==> src/design/decode_params.svh <==
`ifndef DECODE_PARAMS_SVH
`define DECODE_PARAMS_SVH

// instruction word and its fields
`define DEC_INSTR_W 16
`define DEC_REG_ADDR_W 5
`define DEC_IMM_W 10

// alu operation code width
`define DEC_ALU_OP_W 4

// opcode C with no condition bits, decodes to nothing
`define DEC_NOP_WORD 16'hC000

// memory-mapped ports in the register file
`define DEC_REG_DATA 5'h18
`define DEC_REG_IO 5'h19
`define DEC_REG_STATUS 5'h1E

// address pointer pair
`define DEC_REG_ADDR_LO 5'h1A
`define DEC_REG_ADDR_HI 5'h1B

// data select pair
`define DEC_REG_DSEL_LO 5'h14
`define DEC_REG_DSEL_HI 5'h15

// io select
`define DEC_REG_IOSEL 5'h16

// link register for call and jump with link
`define DEC_REG_AUX1 5'h11

// lim targets 10..13, low two bits from the instruction
`define DEC_LIM_BASE 3'b100

`endif
==> src/design/decode_pkg.sv <==
package decode_pkg;

	`include "decode_params.svh"

	// raw instruction word from the program cache
	typedef logic [`DEC_INSTR_W-1:0] instr_t;

	// register file address
	typedef logic [`DEC_REG_ADDR_W-1:0] reg_addr_t;

	// immediate field, low ten bits of the word
	typedef logic [`DEC_IMM_W-1:0] imm_t;

	// alu operation codes
	// bit 3 selects the carry or inverted variant
	typedef enum logic [`DEC_ALU_OP_W-1:0] {
		ALU_ADD  = 4'h0,
		ALU_ADDC = 4'h8,
		ALU_SUB  = 4'h1,
		ALU_SUBC = 4'h9,
		ALU_MOVE = 4'h2,
		ALU_NOT  = 4'hA,
		ALU_ROR  = 4'h3,
		ALU_ROL  = 4'hB,
		ALU_AND  = 4'h4,
		ALU_XOR  = 4'h5,
		ALU_OR   = 4'h6,
		ALU_NOP  = 4'h7,
		ALU_BITT = 4'hF
	} alu_op_t;

	// execute stage controls
	typedef struct packed {
		logic data_wren;
		logic data_ren;
		logic io_wren;
		logic io_ren;
		logic status_ren;
		logic address_select;
		logic data_select;
		logic io_select;
		alu_op_t alu_op;
		logic regf_wren;
		// only valid with regf_wren
		reg_addr_t dest_waddr;
	} exec_ctrl_t;

	// raw fields passed on to later stages
	typedef struct packed {
		imm_t i_field;
		logic h_en;
		logic l_en;
		reg_addr_t src_raddr;
		logic pc_brxt;
	} instr_fields_t;

	// program counter requests
	typedef struct packed {
		logic pc_jmp;
		logic pc_brx;
		logic pc_call;
		logic pc_ret;
	} flow_ctrl_t;

endpackage : decode_pkg

==> src/design/decode_unit.sv <==
`timescale 1ns/1ps

module decode_unit
	import decode_pkg::*;
(
	input logic clk,
	input logic rst,
	input logic jmp_rst,
	input logic brx_rst,
	input logic input_flush,
	input logic output_flush,
	input logic hazard,
	input logic p_cache_miss,
	input instr_t prg_data,
	output exec_ctrl_t exec,
	output instr_fields_t fields,
	output flow_ctrl_t flow
);

	// word under decode, shared by both decoders
	instr_t cur_instr;

	// stage 1, fetch side
	// hazard replay and nop fill on cache miss
	instr_latch u_instr_latch (
		.clk(clk),
		.rst(rst),
		.input_flush(input_flush),
		.hazard(hazard),
		.p_cache_miss(p_cache_miss),
		.prg_data(prg_data),
		.cur_instr(cur_instr)
	);

	// stage 2, datapath controls
	operand_decode u_operand_decode (
		.clk(clk),
		.rst(rst),
		.hazard(hazard),
		.output_flush(output_flush),
		.cur_instr(cur_instr),
		.exec(exec),
		.fields(fields)
	);

	// stage 2, pc controls
	// cleared separately by fetch
	flow_decode u_flow_decode (
		.clk(clk),
		.rst(rst),
		.hazard(hazard),
		.output_flush(output_flush),
		.jmp_rst(jmp_rst),
		.brx_rst(brx_rst),
		.cur_instr(cur_instr),
		.flow(flow)
	);

endmodule : decode_unit

==> src/design/flow_decode.sv <==
`timescale 1ns/1ps

`include "decode_params.svh"

module flow_decode
	import decode_pkg::*;
(
	input logic clk,
	input logic rst,
	input logic hazard,
	input logic output_flush,
	input logic jmp_rst,
	input logic brx_rst,
	input instr_t cur_instr,
	output flow_ctrl_t flow
);

	logic [3:0] opcode;
	logic is_xfer;
	// next flag values before flush
	logic jmp_next;
	logic call_next;
	logic ret_next;
	logic brx_next;

	assign opcode = cur_instr[`DEC_INSTR_W-1 -: 4];
	assign is_xfer = (opcode == 4'hB);

	// opcode B with bits 9..8 picking the flavour
	// x1 jump, 00 call, 10 return
	assign jmp_next = is_xfer & cur_instr[8];
	assign call_next = is_xfer & ~cur_instr[8] & ~cur_instr[9];
	assign ret_next = is_xfer & ~cur_instr[8] & cur_instr[9];

	// D always branches
	// C only with a condition bit
	// the bare C word is the nop
	assign brx_next = (opcode == 4'hD) |
		((opcode == 4'hC) & (cur_instr[11] | cur_instr[10]));

	always_ff @(posedge clk)
	begin
		// jump and call cleared by fetch once taken
		// that clear acts even under hazard
		if (rst | jmp_rst)
		begin
			flow.pc_jmp <= 1'b0;
			flow.pc_call <= 1'b0;
		end
		else if (~hazard)
		begin
			flow.pc_jmp <= jmp_next & ~output_flush;
			flow.pc_call <= call_next & ~output_flush;
		end

		// branch has its own clear
		if (rst | brx_rst)
			flow.pc_brx <= 1'b0;
		else if (~hazard)
			flow.pc_brx <= brx_next & ~output_flush;

		// return is a single cycle pulse
		if (rst | flow.pc_ret)
			flow.pc_ret <= 1'b0;
		else if (~hazard)
			flow.pc_ret <= ret_next & ~output_flush;
	end

endmodule : flow_decode

==> src/design/operand_decode.sv <==
`timescale 1ns/1ps

`include "decode_params.svh"

module operand_decode
	import decode_pkg::*;
(
	input logic clk,
	input logic rst,
	input logic hazard,
	input logic output_flush,
	input instr_t cur_instr,
	output exec_ctrl_t exec,
	output instr_fields_t fields
);

	logic [3:0] opcode;
	// destination in bits 4..0, source in bits 9..5
	reg_addr_t dest_addr;
	reg_addr_t src_addr;
	exec_ctrl_t exec_idle;
	exec_ctrl_t exec_next;
	instr_fields_t fields_next;

	// opcodes 0..A in order
	function automatic alu_op_t alu_code(input logic [3:0] opc);
		alu_op_t code;
		case (opc)
			4'h0: code = ALU_ADD;
			4'h1: code = ALU_ADDC;
			4'h2: code = ALU_SUB;
			4'h3: code = ALU_SUBC;
			4'h4: code = ALU_MOVE;
			4'h5: code = ALU_NOT;
			4'h6: code = ALU_ROR;
			4'h7: code = ALU_ROL;
			4'h8: code = ALU_AND;
			4'h9: code = ALU_XOR;
			4'hA: code = ALU_OR;
			default: code = ALU_NOP;
		endcase
		return code;
	endfunction

	assign opcode = cur_instr[`DEC_INSTR_W-1 -: 4];
	assign dest_addr = cur_instr[4:0];
	assign src_addr = cur_instr[9:5];

	// fields go through untouched
	assign fields_next.i_field = cur_instr[`DEC_IMM_W-1:0];
	assign fields_next.h_en = cur_instr[11];
	assign fields_next.l_en = cur_instr[10];
	assign fields_next.src_raddr = src_addr;
	assign fields_next.pc_brxt = cur_instr[12];

	// quiet controls, last destination kept
	always_comb
	begin
		exec_idle = exec;
		exec_idle.data_wren = 1'b0;
		exec_idle.data_ren = 1'b0;
		exec_idle.io_wren = 1'b0;
		exec_idle.io_ren = 1'b0;
		exec_idle.status_ren = 1'b0;
		exec_idle.address_select = 1'b0;
		exec_idle.data_select = 1'b0;
		exec_idle.io_select = 1'b0;
		exec_idle.alu_op = ALU_NOP;
		exec_idle.regf_wren = 1'b0;
	end

	always_comb
	begin
		exec_next = exec_idle;
		exec_next.dest_waddr = dest_addr;
		case (opcode)
			// add addc sub subc move not ror rol and xor or
			4'h0, 4'h1, 4'h2, 4'h3, 4'h4, 4'h5, 4'h6, 4'h7, 4'h8, 4'h9, 4'hA:
			begin
				exec_next.alu_op = alu_code(opcode);
				exec_next.regf_wren = 1'b1;
				exec_next.data_wren = (dest_addr == `DEC_REG_DATA);
				exec_next.io_wren = (dest_addr == `DEC_REG_IO);
				exec_next.address_select = (dest_addr == `DEC_REG_ADDR_LO) |
					(dest_addr == `DEC_REG_ADDR_HI);
				exec_next.data_select = (dest_addr == `DEC_REG_DSEL_LO) |
					(dest_addr == `DEC_REG_DSEL_HI);
				exec_next.io_select = (dest_addr == `DEC_REG_IOSEL);
				exec_next.data_ren = (src_addr == `DEC_REG_DATA);
				exec_next.io_ren = (src_addr == `DEC_REG_IO);
				exec_next.status_ren = (src_addr == `DEC_REG_STATUS);
			end
			// call, ret and jmp families, link written for the long forms
			4'hB:
			begin
				exec_next.dest_waddr = `DEC_REG_AUX1;
				exec_next.regf_wren = cur_instr[11] | cur_instr[10];
			end
			// nop and branches, flow_decode handles them
			4'hC, 4'hD:
			begin
				exec_next.regf_wren = 1'b0;
			end
			// lim into one of four immediate registers
			4'hE:
			begin
				exec_next.dest_waddr = {`DEC_LIM_BASE, cur_instr[9:8]};
				exec_next.regf_wren = 1'b1;
			end
			// bitt reads a source only
			4'hF:
			begin
				exec_next.alu_op = ALU_BITT;
				exec_next.data_ren = (src_addr == `DEC_REG_DATA);
				exec_next.io_ren = (src_addr == `DEC_REG_IO);
				exec_next.status_ren = (src_addr == `DEC_REG_STATUS);
			end
		endcase
	end

	always_ff @(posedge clk)
	begin
		// reset wins over hazard
		if (rst)
			exec <= exec_idle;
		else if (~hazard)
		begin
			if (output_flush)
				exec <= exec_idle;
			else
			begin
				exec <= exec_next;
				fields <= fields_next;
			end
		end
	end

endmodule : operand_decode

==> src/design/instr_latch.sv <==
`timescale 1ns/1ps

`include "decode_params.svh"

module instr_latch
	import decode_pkg::*;
(
	input logic clk,
	input logic rst,
	input logic input_flush,
	input logic hazard,
	input logic p_cache_miss,
	input instr_t prg_data,
	output instr_t cur_instr
);

	// word fetched on the first hazard cycle
	instr_t alt_instr;
	// hazard and miss seen last cycle
	logic hazard_q;
	logic miss_q;
	// miss now or one cycle ago
	logic miss_any;
	logic hazard_start;
	logic hazard_end;

	assign miss_any = p_cache_miss | miss_q;
	assign hazard_start = hazard & ~hazard_q;
	assign hazard_end = ~hazard & hazard_q;

	always_ff @(posedge clk)
	begin
		if (rst | input_flush)
		begin
			cur_instr <= `DEC_NOP_WORD;
			alt_instr <= `DEC_NOP_WORD;
			hazard_q <= 1'b0;
			miss_q <= 1'b0;
		end
		else
		begin
			miss_q <= p_cache_miss;
			// hazard history frozen during a miss, but a falling hazard always gets through
			if (~miss_any | hazard_end)
				hazard_q <= hazard;
			// prg_data still valid on the first hazard cycle, keep it for replay
			if (hazard_start)
				alt_instr <= prg_data;
			// current word holds while hazard is up
			if (~hazard)
			begin
				if (hazard_q)
					cur_instr <= alt_instr;
				else if (miss_any)
					cur_instr <= `DEC_NOP_WORD;
				else
					cur_instr <= prg_data;
			end
		end
	end

endmodule : instr_latch

==> config.mk <==
export PLATFORM = sky130hd
export DESIGN_NAME = decode_unit
export DESIGN_NICKNAME = d
export VERILOG_FILES = /design/src/design/decode_pkg.sv /design/src/design/decode_unit.sv /design/src/design/flow_decode.sv /design/src/design/operand_decode.sv /design/src/design/instr_latch.sv
export VERILOG_INCLUDE_DIRS = /design/src /design/src/design
export SDC_FILE = /design/constraint.sdc
export NUM_CORES = 1
export LEC_CHECK = 0
export ABC_AREA = 0
export BUFFER_PORTS_ARGS = -buffer_cell sky130_fd_sc_hd__buf_4
export CORE_MARGIN = 3
export CORE_UTILIZATION = 55
export CTS_BUF_LIST = sky130_fd_sc_hd__clkbuf_4 sky130_fd_sc_hd__clkbuf_8
export DETAILED_ROUTE_END_ITERATION = 16
export PLACE_DENSITY = 0.81
export SYNTH_ARGS = -nofsm -noshare
export SYNTH_HDL_FRONTEND = slang
export SYNTH_SLANG_ARGS = --single-unit
==> constraint.sdc <==
create_clock -name clk -period 2.3 [get_ports clk]
set_input_delay 0.115 -clock clk [delete_from_list [all_inputs] [get_ports clk]]
set_output_delay 0.115 -clock clk [all_outputs]
set_load 0.1 [all_outputs]
**Word-level counts from Yosys, hierarchy flattened**

Memory sizes are Yosys's and may differ from the RTL's. A register that Yosys moved wholly into a read port is not among the register bits.
Cells that the tools add are included.

- Register bits: 74
- Bits in read-only memories: 64
- Input port bits: 24
- Output and inout bits: 40
- Logic and storage cells: 96
- Memories: 1

Memory list:

| memory | depth | bits a word | rd ports | clocked after Yosys merged registers in | wr ports | line | RTL |
|---|---|---|---|---|---|---|---|
| (no name shown) | 16 | 4 | 1 | 1 | 0 | operand_decode.sv:28 | `case (opc)` |

- Eq/ne operators: 25
- Mux-type cells: 13
- Bitwise logic cells: 28
- Reductions and logical operators: 5

Operators by type and width:

| operator | number |
|---|---|
| 5-bit equality test, second input constant | 10 |
| 4-bit equality test, second input constant | 8 |
| 16-bit 2-to-1 mux | 2 |
| 12-bit OR reduction | 2 |
| 18-bit 2-to-1 mux | 1 |
| 4-bit by 3-bit equality test with 1-bit output, second input constant | 4 |
| 1-bit bitwise AND | 11 |
| 11-bit OR reduction | 1 |
| 1-bit OR | 10 |
| 5-bit case mux with 2 select lines | 1 |
| 4-bit by 2-bit equality test with 1-bit output, second input constant | 2 |
| 4-bit 2-to-1 mux | 2 |
| 4-bit case mux with 2 select lines | 1 |
| 1-bit inverter | 7 |
| 4-bit by 1-bit equality test with 1-bit output, second input constant | 1 |
| 4-bit zero test | 1 |
| 1-bit 2-to-1 mux | 3 |
| 3-bit 2-to-1 mux | 1 |
| 3-bit AND reduction | 1 |
| 2-bit 2-to-1 mux | 1 |
| 1-bit case mux with 2 select lines | 1 |

**Longest topological paths before layout**

Gate-level depths: netlist of run 1.

- Word-level depth: 5
- Depth in mapped cells: 7

**Hierarchy**

A second synthesis of run 1 with hierarchy kept.

- Cells, all modules: 259
- Area, all modules: 2,829.0 um2

By module, submodules not included:

| module | times used | cells an instance | area each (um2) |
|---|---|---|---|
| instr_latch | 1 | 136 | 1,373.8 |
| operand_decode | 1 | 103 | 1,257.5 |
| flow_decode | 1 | 20 | 197.7 |

**Least setup slack after synthesis of run 1**

No wires, ideal clock.

- Path kind: input to register
- From: in hazard
- To: reg u_operand_decode.exec[10] (netlist name)
- Setup time: 0.102 ns
- Arrival: 1.964 ns
- Required time: 2.198 ns
- Setup slack: 0.234 ns
- Stages on the path: 4
- Path through: clkbuf_1 > nor3_2 > o211ai_1 > o41ai_1

RTL lines:

| what | line | RTL |
|---|---|---|
| start: declaration | decode_unit.sv:12 | `input logic hazard,` |

==> results.md, run 1 <==
Detailed routing:
- Wires add up to between 5000 and 6000 µm.
- The DRC violation count after routing is 0.
- Summing over every cut layer, the via total after detailed routing is between 2k and 2.5k.
- The wire length per cell after detailed routing is between 10 and 15 µm.
- In the routed layout, each cell is associated on average with a via count of approximately 5.1.
- The iteration count of the initial detailed-routing pass is 5.
- Once detail routing completed, the nets flagged for antenna violations numbered 0.
- After the first detailed-routing iteration, the DRC count stood at ~150.

Clock tree:
- The clock drives 73 sinks.
- The number of clock buffers added by TritonCTS is 9.
- The cts-stage hold buffer count is 5.
- In this run the post-CTS setup repair buffer count came out at 0.
- The clock network latency to the later pin of the worst-skew pair is 0.34 ns.
- The root buffer cell chosen for the clock tree is sky130_fd_sc_hd__clkbuf_8.
- The number of gates given a new drive strength after cts is 0.
- The TritonCTS clock tree is done.
- CTS built an H-tree with a depth of 3.
- The longest clock path from root to sink contains 2 buffers.
- The clock slew at the register clock pins of the worst setup and hold paths is about 0.070 ns.

Worst hold path:
- The cell depth of the worst min-delay path is 2.
- In this run the most critical hold path is launched from rst.
- The worst hold path terminates at u_flow_decode.flow[3]$_SDFFE_PP0N_.
- The type of the tightest min-delay check is input port to flip-flop.

Setup path:
- The count of cells along the worst register-to-register path is 4.
- The highest net fanout along the worst path is 17.
- The worst path arrival time is about 2.1 ns.
- The start of the worst register-to-register path is u_instr_latch.miss_q$_SDFF_PN0_.
- The worst stage delay on the critical path is ~0.58 ns.
- The critical path goes through dlygate4sd3_1 -> buf_4 -> o21ba_2 -> or3_1 -> o32ai_4 -> o21ai_0.
- The kind of critical path is input port to flip-flop.
- For the worst setup path, the data required time is 2.51 ns.
- In this run the register-to-register setup slack is around 0.57 ns.
- The critical path endpoint category is a flip-flop.
- STA classifies the critical path startpoint as an input port.
- The library cell contributing the largest single delay on the critical path is sky130_fd_sc_hd__or3_1.

STA:
- The time the final worst path needs with I/O delays and setup is roughly 1.9 ns.
- The final period utilization is around 82%.
- Hold timing on the final database bottoms out at a slack of between 0.015 and 0.02 ns.
- The worst-case clock skew is between 0.01 and 0.015 ns.
- The final number of max-transition violations came to 0.
- The final setup violation count is 0.
- The number of failing hold endpoints at the final stage is 0.
- Setup slack on the critical path of the routed design comes to a little over 0.4 ns.
- Based on the critical path, the design can be clocked at up to around 530 MHz.
- Setup repair after global routing left no endpoint under its margin.
- For the pin with the worst max-slew slack, the measured transition is between 1 and 1.5 ns.
- Adding up every negative setup slack in the final design gives 0 ns.
- In this run the tightest slew margin relative to its limit is between 30% and 40%.

Placement:
- The global placer's final weighted congestion is roughly 0.82.
- The half-perimeter wire length after detailed placement is ~4000 µm.
- The worst slack at placement is just under 0.6 ns.
- The port buffer count is between 60 and 70.

Synth:
- The synthesized area per cell is just over 10 µm².
- The cell area that synthesis handed to floorplanning was approximately 0.0028 mm².
- The net count of the mapped netlist is approximately 310.
- Yosys attributes the largest share of cell area to sky130_fd_sc_hd__dfxtp_1 39%, sky130_fd_sc_hd__edfxtp_1 19%, sky130_fd_sc_hd__nand2_1 7.5%.
- Synthesis inferred 73 register bits.
- The portion of the post-synthesis area used by sequential elements is between 50% and 60%.
- The biggest area contributor in the post-synthesis netlist is sky130_fd_sc_hd__dfxtp_1.
- Of the post-synthesis cell area, the dominant cell type holds around two fifths.
- The cell count after synthesis is approximately 280.
- The count of different cell masters after synthesis is between 40 and 50.
- For this run, the number of Yosys warnings is 0.

Outcome:
- The flow ran to the end, and the final reports show no timing, DRC or antenna violations.

Floorplan:
- The floorplan step defined a die boundary enclosing 0.00607 mm².
- Pin placement for this block handled 64 I/O pins.
- For this configuration, the core starts out at a cell density of between 50 and 60%.
- The total area inside the core boundary comes to 0.00485 mm².
- The floorplan step set the die height to 77.9 µm.
- The number of standard-cell rows in the floorplan is 25.
- The horizontal die dimension is 77.9 µm.

Global route:
- The total grt overflow is 0.
- The number of global-route vias before repair is 1872.
- Entering global routing, the biggest net connects 20 pins.
- Global routing consumed, over all layers together, approximately 19% of the routing resources.
- The first global-routing pass estimated between 8000 and 9000 µm of wire.
- The number of antenna violations at the first check in global routing is 0.

Power:
- Dividing total power by cell area gives a power density of roughly 680 mW/mm².
- For this design the static power due to leakage is 0.00139 µW.
- Across the VDD grid, the largest voltage drop is about 0.47 mV.

Layout:
- The filler cell count is between 300 and 400.
- The top cell types in the final layout, fill and taps aside, are 68 x sky130_fd_sc_hd__buf_4, 57 x sky130_fd_sc_hd__nand2_1, 55 x sky130_fd_sc_hd__dfxtp_1.
- Compared with the post-synthesis result, the final layout area differs by 24.0%.
- In the final layout, the multi-input gates occupy around 0.0010 mm².
- For this run, the post-layout net count is 368.
- The ratio of cells with drive above 1 in the final layout is about a quarter.
- The share of the core filled with cells is 72.8%.
- The sequential cell area is 0.00164 mm².
- The number of antenna diodes in the final layout is 0.
- Leaving out fill and tap cells, the most frequent cell in the layout is sky130_fd_sc_hd__buf_4.

Run:
- The number of max-cap violations is 0.
[metrics by stage]
step	instance area [µm²]	cells	power, µW
finish	3530	416	2400
detailed placement	3320	395	1590
global route	3530	416	2490
global placement	3320	395	1580
floorplan	2850	283	1520
CTS	3530	416	2410
[cells in the mapped netlist (all sizes together)]
cell,count
a211oi,1
a21oi,17
a221o,1
a22o,3
a22oi,2
a2bb2oi,1
a32oi,1
and2,4
buf,10
clkbuf,13
dfxtp,55
edfxtp,18
inv,10
mux2,1
mux2i,14
nand2,57
nand2b,5
nand3,3
nand3b,1
nand4b,1
nor2,6
nor2b,6
nor3,8
nor4,2
o2111ai,1
o211ai,1
o21ai,15
o21ba,1
o221ai,1
o22a,5
o22ai,4
o2bb2ai,2
o31ai,3
o32ai,1
o41ai,2
or2,3
or3,2
xnor2,2
[layout make-up]
cell class	count	area share, %
clock inverters	5	0.673
well taps	67	2.37
flip-flops and latches	73	46.5
repair buffers	73	15.9
inverters	10	1.06
multi-input cells	177	29.6
clock buffers	11	3.93
[where the power goes]
group	internal, µW	switching [µW]
registers	1340	17.6
logic	78.3	132
clock network	405	433
[cell families after synthesis]
family | share of synthesized area (%)
AOI/OAI and AO/OA | 14.9
muxes | 5.32
xor gates and xnor gates | 0.615
and+or+nand+nor | 15.8
DFF | 57.7
buffers and inverters | 5.63
[critical path, delay by kind of cell]
kind	cells	cell delay, ns
AO/OA/AOI/OAI	3	0.74
AND/OR/NAND/NOR	1	0.58
buffers and inverters	2	0.66
[sequential cells by signal, summed over array words and instances (netlist names), named ones only]
| signal | cells |
|---|---|
| u_instr_latch.alt_instr | 16 |
| u_operand_decode.exec | 18 |
| u_flow_decode.flow | 4 |
| u_instr_latch.cur_instr | 16 |
| u_instr_latch.miss_q | 1 |
| u_instr_latch.hazard_q | 1 |
| u_operand_decode.fields | 13 |
[worst max path at each step]
stage                                     from                                      to  slack, ns  cells past startpoint
6_report                          p_cache_miss                               flip-flop       0.41                      6
2_1_floorplan                           hazard  u_operand_decode.exec[10]$_SDFFE_PP0N_       0.23                      4
5_1_grt                           p_cache_miss                               flip-flop       0.30                      6
4_1_cts                           p_cache_miss                               flip-flop       0.41                      6
3_5_place_dp   u_instr_latch.miss_q$_SDFF_PN0_                               flip-flop       0.58                      4
3_3_place_gp   u_instr_latch.miss_q$_SDFF_PN0_                               flip-flop       0.61                      4
[layer usage]
metal | global-route usage, % | up-vias | part of all wire, % | wire [µm]
li1 | - | 1103 | - | -
met1 | 24.2 | 958 | 46 | 2540
met2 | 28.9 | 61 | 47 | 2580
met3 | 4.64 | 9 | 5.3 | 293
met4 | 8.92 | 0 | 1.4 | 79
met5 | 0 | - | 0 | 0
No activity file was read; power rests on OpenSTA's default activity.
==> run 2: changes to the inputs <==
--- a/config.mk
+++ b/config.mk
@@ -9,10 +9,10 @@
 export ABC_AREA = 0
 export BUFFER_PORTS_ARGS = -buffer_cell sky130_fd_sc_hd__buf_4
 export CORE_MARGIN = 3
-export CORE_UTILIZATION = 55
+export CORE_UTILIZATION = 50
 export CTS_BUF_LIST = sky130_fd_sc_hd__clkbuf_4 sky130_fd_sc_hd__clkbuf_8
 export DETAILED_ROUTE_END_ITERATION = 16
-export PLACE_DENSITY = 0.81
+export PLACE_DENSITY = 0.78
 export SYNTH_ARGS = -nofsm -noshare
 export SYNTH_HDL_FRONTEND = slang
 export SYNTH_SLANG_ARGS = --single-unit
==> constraint.sdc (replaced) <==
create_clock -name clk -period 1.7 [get_ports clk]
set_input_delay 0.085 -clock clk [delete_from_list [all_inputs] [get_ports clk]]
set_output_delay 0.085 -clock clk [all_outputs]
set_load 0.1 [all_outputs]
==> results.md, run 2 (same netlist as run 1, synthesis figures left out) <==
Setup path:
- The kind of critical path is input port to flip-flop (unchanged).
- The start of the worst register-to-register path was u_instr_latch.hazard_q$_SDFFE_PN0P_ (was u_instr_latch.miss_q$_SDFF_PN0_).
- The highest net fanout along the worst path was 5 (was 17).
- The worst path arrival time came to 1.83 ns (was 2.10 ns).
- The critical path endpoint category is a flip-flop (unchanged).
- The count of cells along the worst register-to-register path came to 4 (unchanged).
- The type of element launching the critical path was an input port (unchanged).
- The register-to-register setup slack was 0.18 ns (was 0.57 ns).
- The worst path required time was 1.92 ns (was 2.51 ns).

STA:
- The time the final worst path needs with I/O delays and setup is ~1.6 ns.
- The worst slew margin relative to its limit is 55.7% (was 33.1%).
- The final number of max-transition violations is 0 (unchanged).
- The worst-case clock skew is 0.00510 ns (was 0.0102 ns).
- RSZ-0062 raised after global routing: false (unchanged).
- The final setup violation count came to 0 (unchanged).
- The number of failing hold endpoints at the final stage was 0 (unchanged).
- The setup TNS after final layout came to 0 ns (unchanged).
- The achievable clock frequency is slightly above 600 MHz.
- The actual transition at the worst max-transition pin came to 0.661 ns (was 1.00 ns).
- The final period utilization is a little over nine tenths.

Global route:
- The total grt overflow is 0 (unchanged).
- The number of antenna violations at the first check in global routing came to 0 (unchanged).
- The largest net degree at the start of global routing was 19 (was 20).
- The wire length of the first global-routing pass came to 9200 µm (was 8760 µm).
- The number of global-route vias before repair is 1923 (was 1872).
- The total routing usage reported by global routing came to 18.5% (about the same).

Detailed routing:
- The length of routed met3 wiring came to 290 µm (was 293 µm).
- The number of violations reported at the end of detailed-routing iteration 0 was 97 (was 154).
- The number of routed nets with antenna violations is 0 (unchanged).
- The wire length the detailed router placed on met1 is 2670 µm (was 2540 µm).
- The detailed-route vias per instance is 5.03 (was 5.12).
- The iteration count of the initial detailed-routing pass is 4 (was 5).
- The detailed-routed wire length on met2 is 2550 µm (was 2580 µm).
- The highest routed metal layer is met4 (unchanged).
- The wire length per cell after detailed routing is 12.9 µm (was 13.2 µm).
- The total number of vias is 2196 (was 2131).
- The total wire length is 5640 µm (was 5490 µm).
- The DRC violation count after routing is 0 (unchanged).

Layout:
- The ratio of cells with drive above 1 in the final layout is 25.9% (was 25.5%).
- The top register by number of flip-flops is u_operand_decode.exec (unchanged).
- The area of the multi-input gates is 0.00106 mm² (was 0.00104 mm²).
- The antenna diode count is 0 (unchanged).
- The final net count is 386 (was 368).
- The filler cell count is 421 (was 362).
- The commonest non-fill, non-tap cell in the layout is sky130_fd_sc_hd__buf_4 (unchanged).
- The area added between synthesis and finish is 32.7% (was 24.0%).
- Registers with the most flip-flops: u_operand_decode.exec x18, u_instr_latch.alt_instr x16, u_instr_latch.cur_instr x16 (unchanged).
- Commonest non-fill, non-tap cells in the layout: 71 x sky130_fd_sc_hd__buf_4, 57 x sky130_fd_sc_hd__nand2_1, 55 x sky130_fd_sc_hd__dfxtp_1 (was 68 x sky130_fd_sc_hd__buf_4, 57 x sky130_fd_sc_hd__nand2_1, 55 x sky130_fd_sc_hd__dfxtp_1).
- The number of flip-flops in the largest register came to 18 (unchanged).
- The sequential cell area is 0.00164 mm² (unchanged).

Power:
- The total power after layout is 3610 µW (was 2400 µW).
- The leakage power total is 0.00148 µW (was 0.00139 µW).
- The worst vdd rail ir drop is 0.678 mV (was 0.473 mV).
- The power density of the placed cells is 954 mW/mm² (was 680 mW/mm²).

Clock tree:
- The post-CTS setup buffer count came to 0 (unchanged).
- The clock buffer count from CTS is 9 (unchanged).
- The clock slew at the register clock pins of the worst setup and hold paths came to 0.07 ns (about the same).
- The maximum clock insertion buffer count is 2 (unchanged).
- The H-tree depth reported by CTS is 3 (unchanged).
- The TritonCTS clock tree is done (unchanged).
- The buffer cell driving the clock tree root is sky130_fd_sc_hd__clkbuf_8 (unchanged).
- The clock network latency to the later pin of the worst-skew pair is 0.34 ns (about the same).
- The total number of clock tree sinks was 73 (unchanged).

Floorplan:
- The count of boundary I/O pins came to 64 (unchanged).
- The vertical extent of the die is 81.5 µm (was 77.9 µm).
- The area enclosed by the die boundary is 0.00663 mm² (was 0.00607 mm²).
- The horizontal die dimension came to 81.5 µm (was 77.9 µm).
- The initial core utilization is 53.7% (was 58.7%).
- The number of standard-cell rows in the floorplan is 26 (was 25).
- The core outline area is 0.00530 mm² (was 0.00485 mm²).

Placement:
- The port buffer count is 63 (unchanged).
- The half-perimeter wire length after detailed placement was 4000 µm (about the same).
- The global placer's final weighted congestion is 0.828 (was 0.817).

Outcome:
- Result of the run: complete, no violations (unchanged).

Worst hold path:
- The type of the tightest min-delay check is input port to flip-flop (unchanged).
- The cell depth of the worst min-delay path came to 3 (was 2).
- The worst hold path startpoint is prg_data[0] (was rst).
- The endpoint of the worst hold path is u_instr_latch.alt_instr[0]$_SDFFE_PN0P_ (was u_flow_decode.flow[3]$_SDFFE_PP0N_).

Run:
- The number of max-cap violations is 0 (unchanged).
[run 2: cell types whose count changed in the layout (fill, tap and decap cells not counted), sizes merged]
cell,change
dlygate4sd3,+15
buf,+3
clkinv,-4
clkinvlp,+4
clkbuf,-2
bufinv,+2
[run 2: how the worst max path moves through the flow]
stage,cells past startpoint,to,start,slack [ns]
2_1_floorplan,4,u_operand_decode.exec[10]$_SDFFE_PP0N_,hazard,0.02
3_3_place_gp,4,flip-flop,u_instr_latch.hazard_q$_SDFFE_PN0P_,0.17
3_5_place_dp,4,flip-flop,u_instr_latch.hazard_q$_SDFFE_PN0P_,0.15
4_1_cts,6,flip-flop,p_cache_miss,0.03
5_1_grt,6,flip-flop,p_cache_miss,0.02
6_report,6,flip-flop,input_flush,0.09
[run 2: timing repair]
item,4_1_cts,5_1_grt
gates resized for setup,0,2
endpoints found under the hold margin,19,0
hold buffers,20,0
endpoints found under the setup margin,0,13
[run 2: report_power, final]
part           switching, µW  leakage [µW]  internal, µW  total [µW]
sequential              23.1      0.000631          1810        1830
combinational            185      0.000749           133         318
clock                    635     0.0000975           822        1460
[run 2: critical path, stage by stage]
cell and delay [ns]:
sky130_fd_sc_hd__dlygate4sd3_1 0.54, sky130_fd_sc_hd__buf_4 0.14, sky130_fd_sc_hd__or2_1 0.22, sky130_fd_sc_hd__or3_4 0.37
sky130_fd_sc_hd__o32ai_4 0.35, sky130_fd_sc_hd__o21ai_0 0.13
[run 2: per-stage QoR]
stage	worst slack, ns	util, %	std cells	hold slack [ns]	cell area, µm²
global route	0.0232	71.2	437	0.0144	3780
floorplan	0.0237	-	283	0.158	2850
CTS	0.0282	71.1	437	0.000228	3770
finish	0.0890	71.2	437	0.0112	3780
detailed placement	0.146	63.2	401	0.253	3350
global placement	0.166	63.2	401	0.253	3350
[run 2: final cells by class]
class,count,area share [%]
multi-input cells,177,28.0
flip-flops and latches,73,43.5
clock buffers,9,3.28
repair buffers,91,19.4
clock inverters,7,2.52
well taps,70,2.32
inverters,10,0.994
[run 2: layer usage]
layer	global-route usage (%)	vias to the layer above
met5	0	-
met4	9.63	0
met3	3.84	10
met2	27.9	53
met1	25.2	994
li1	-	1139
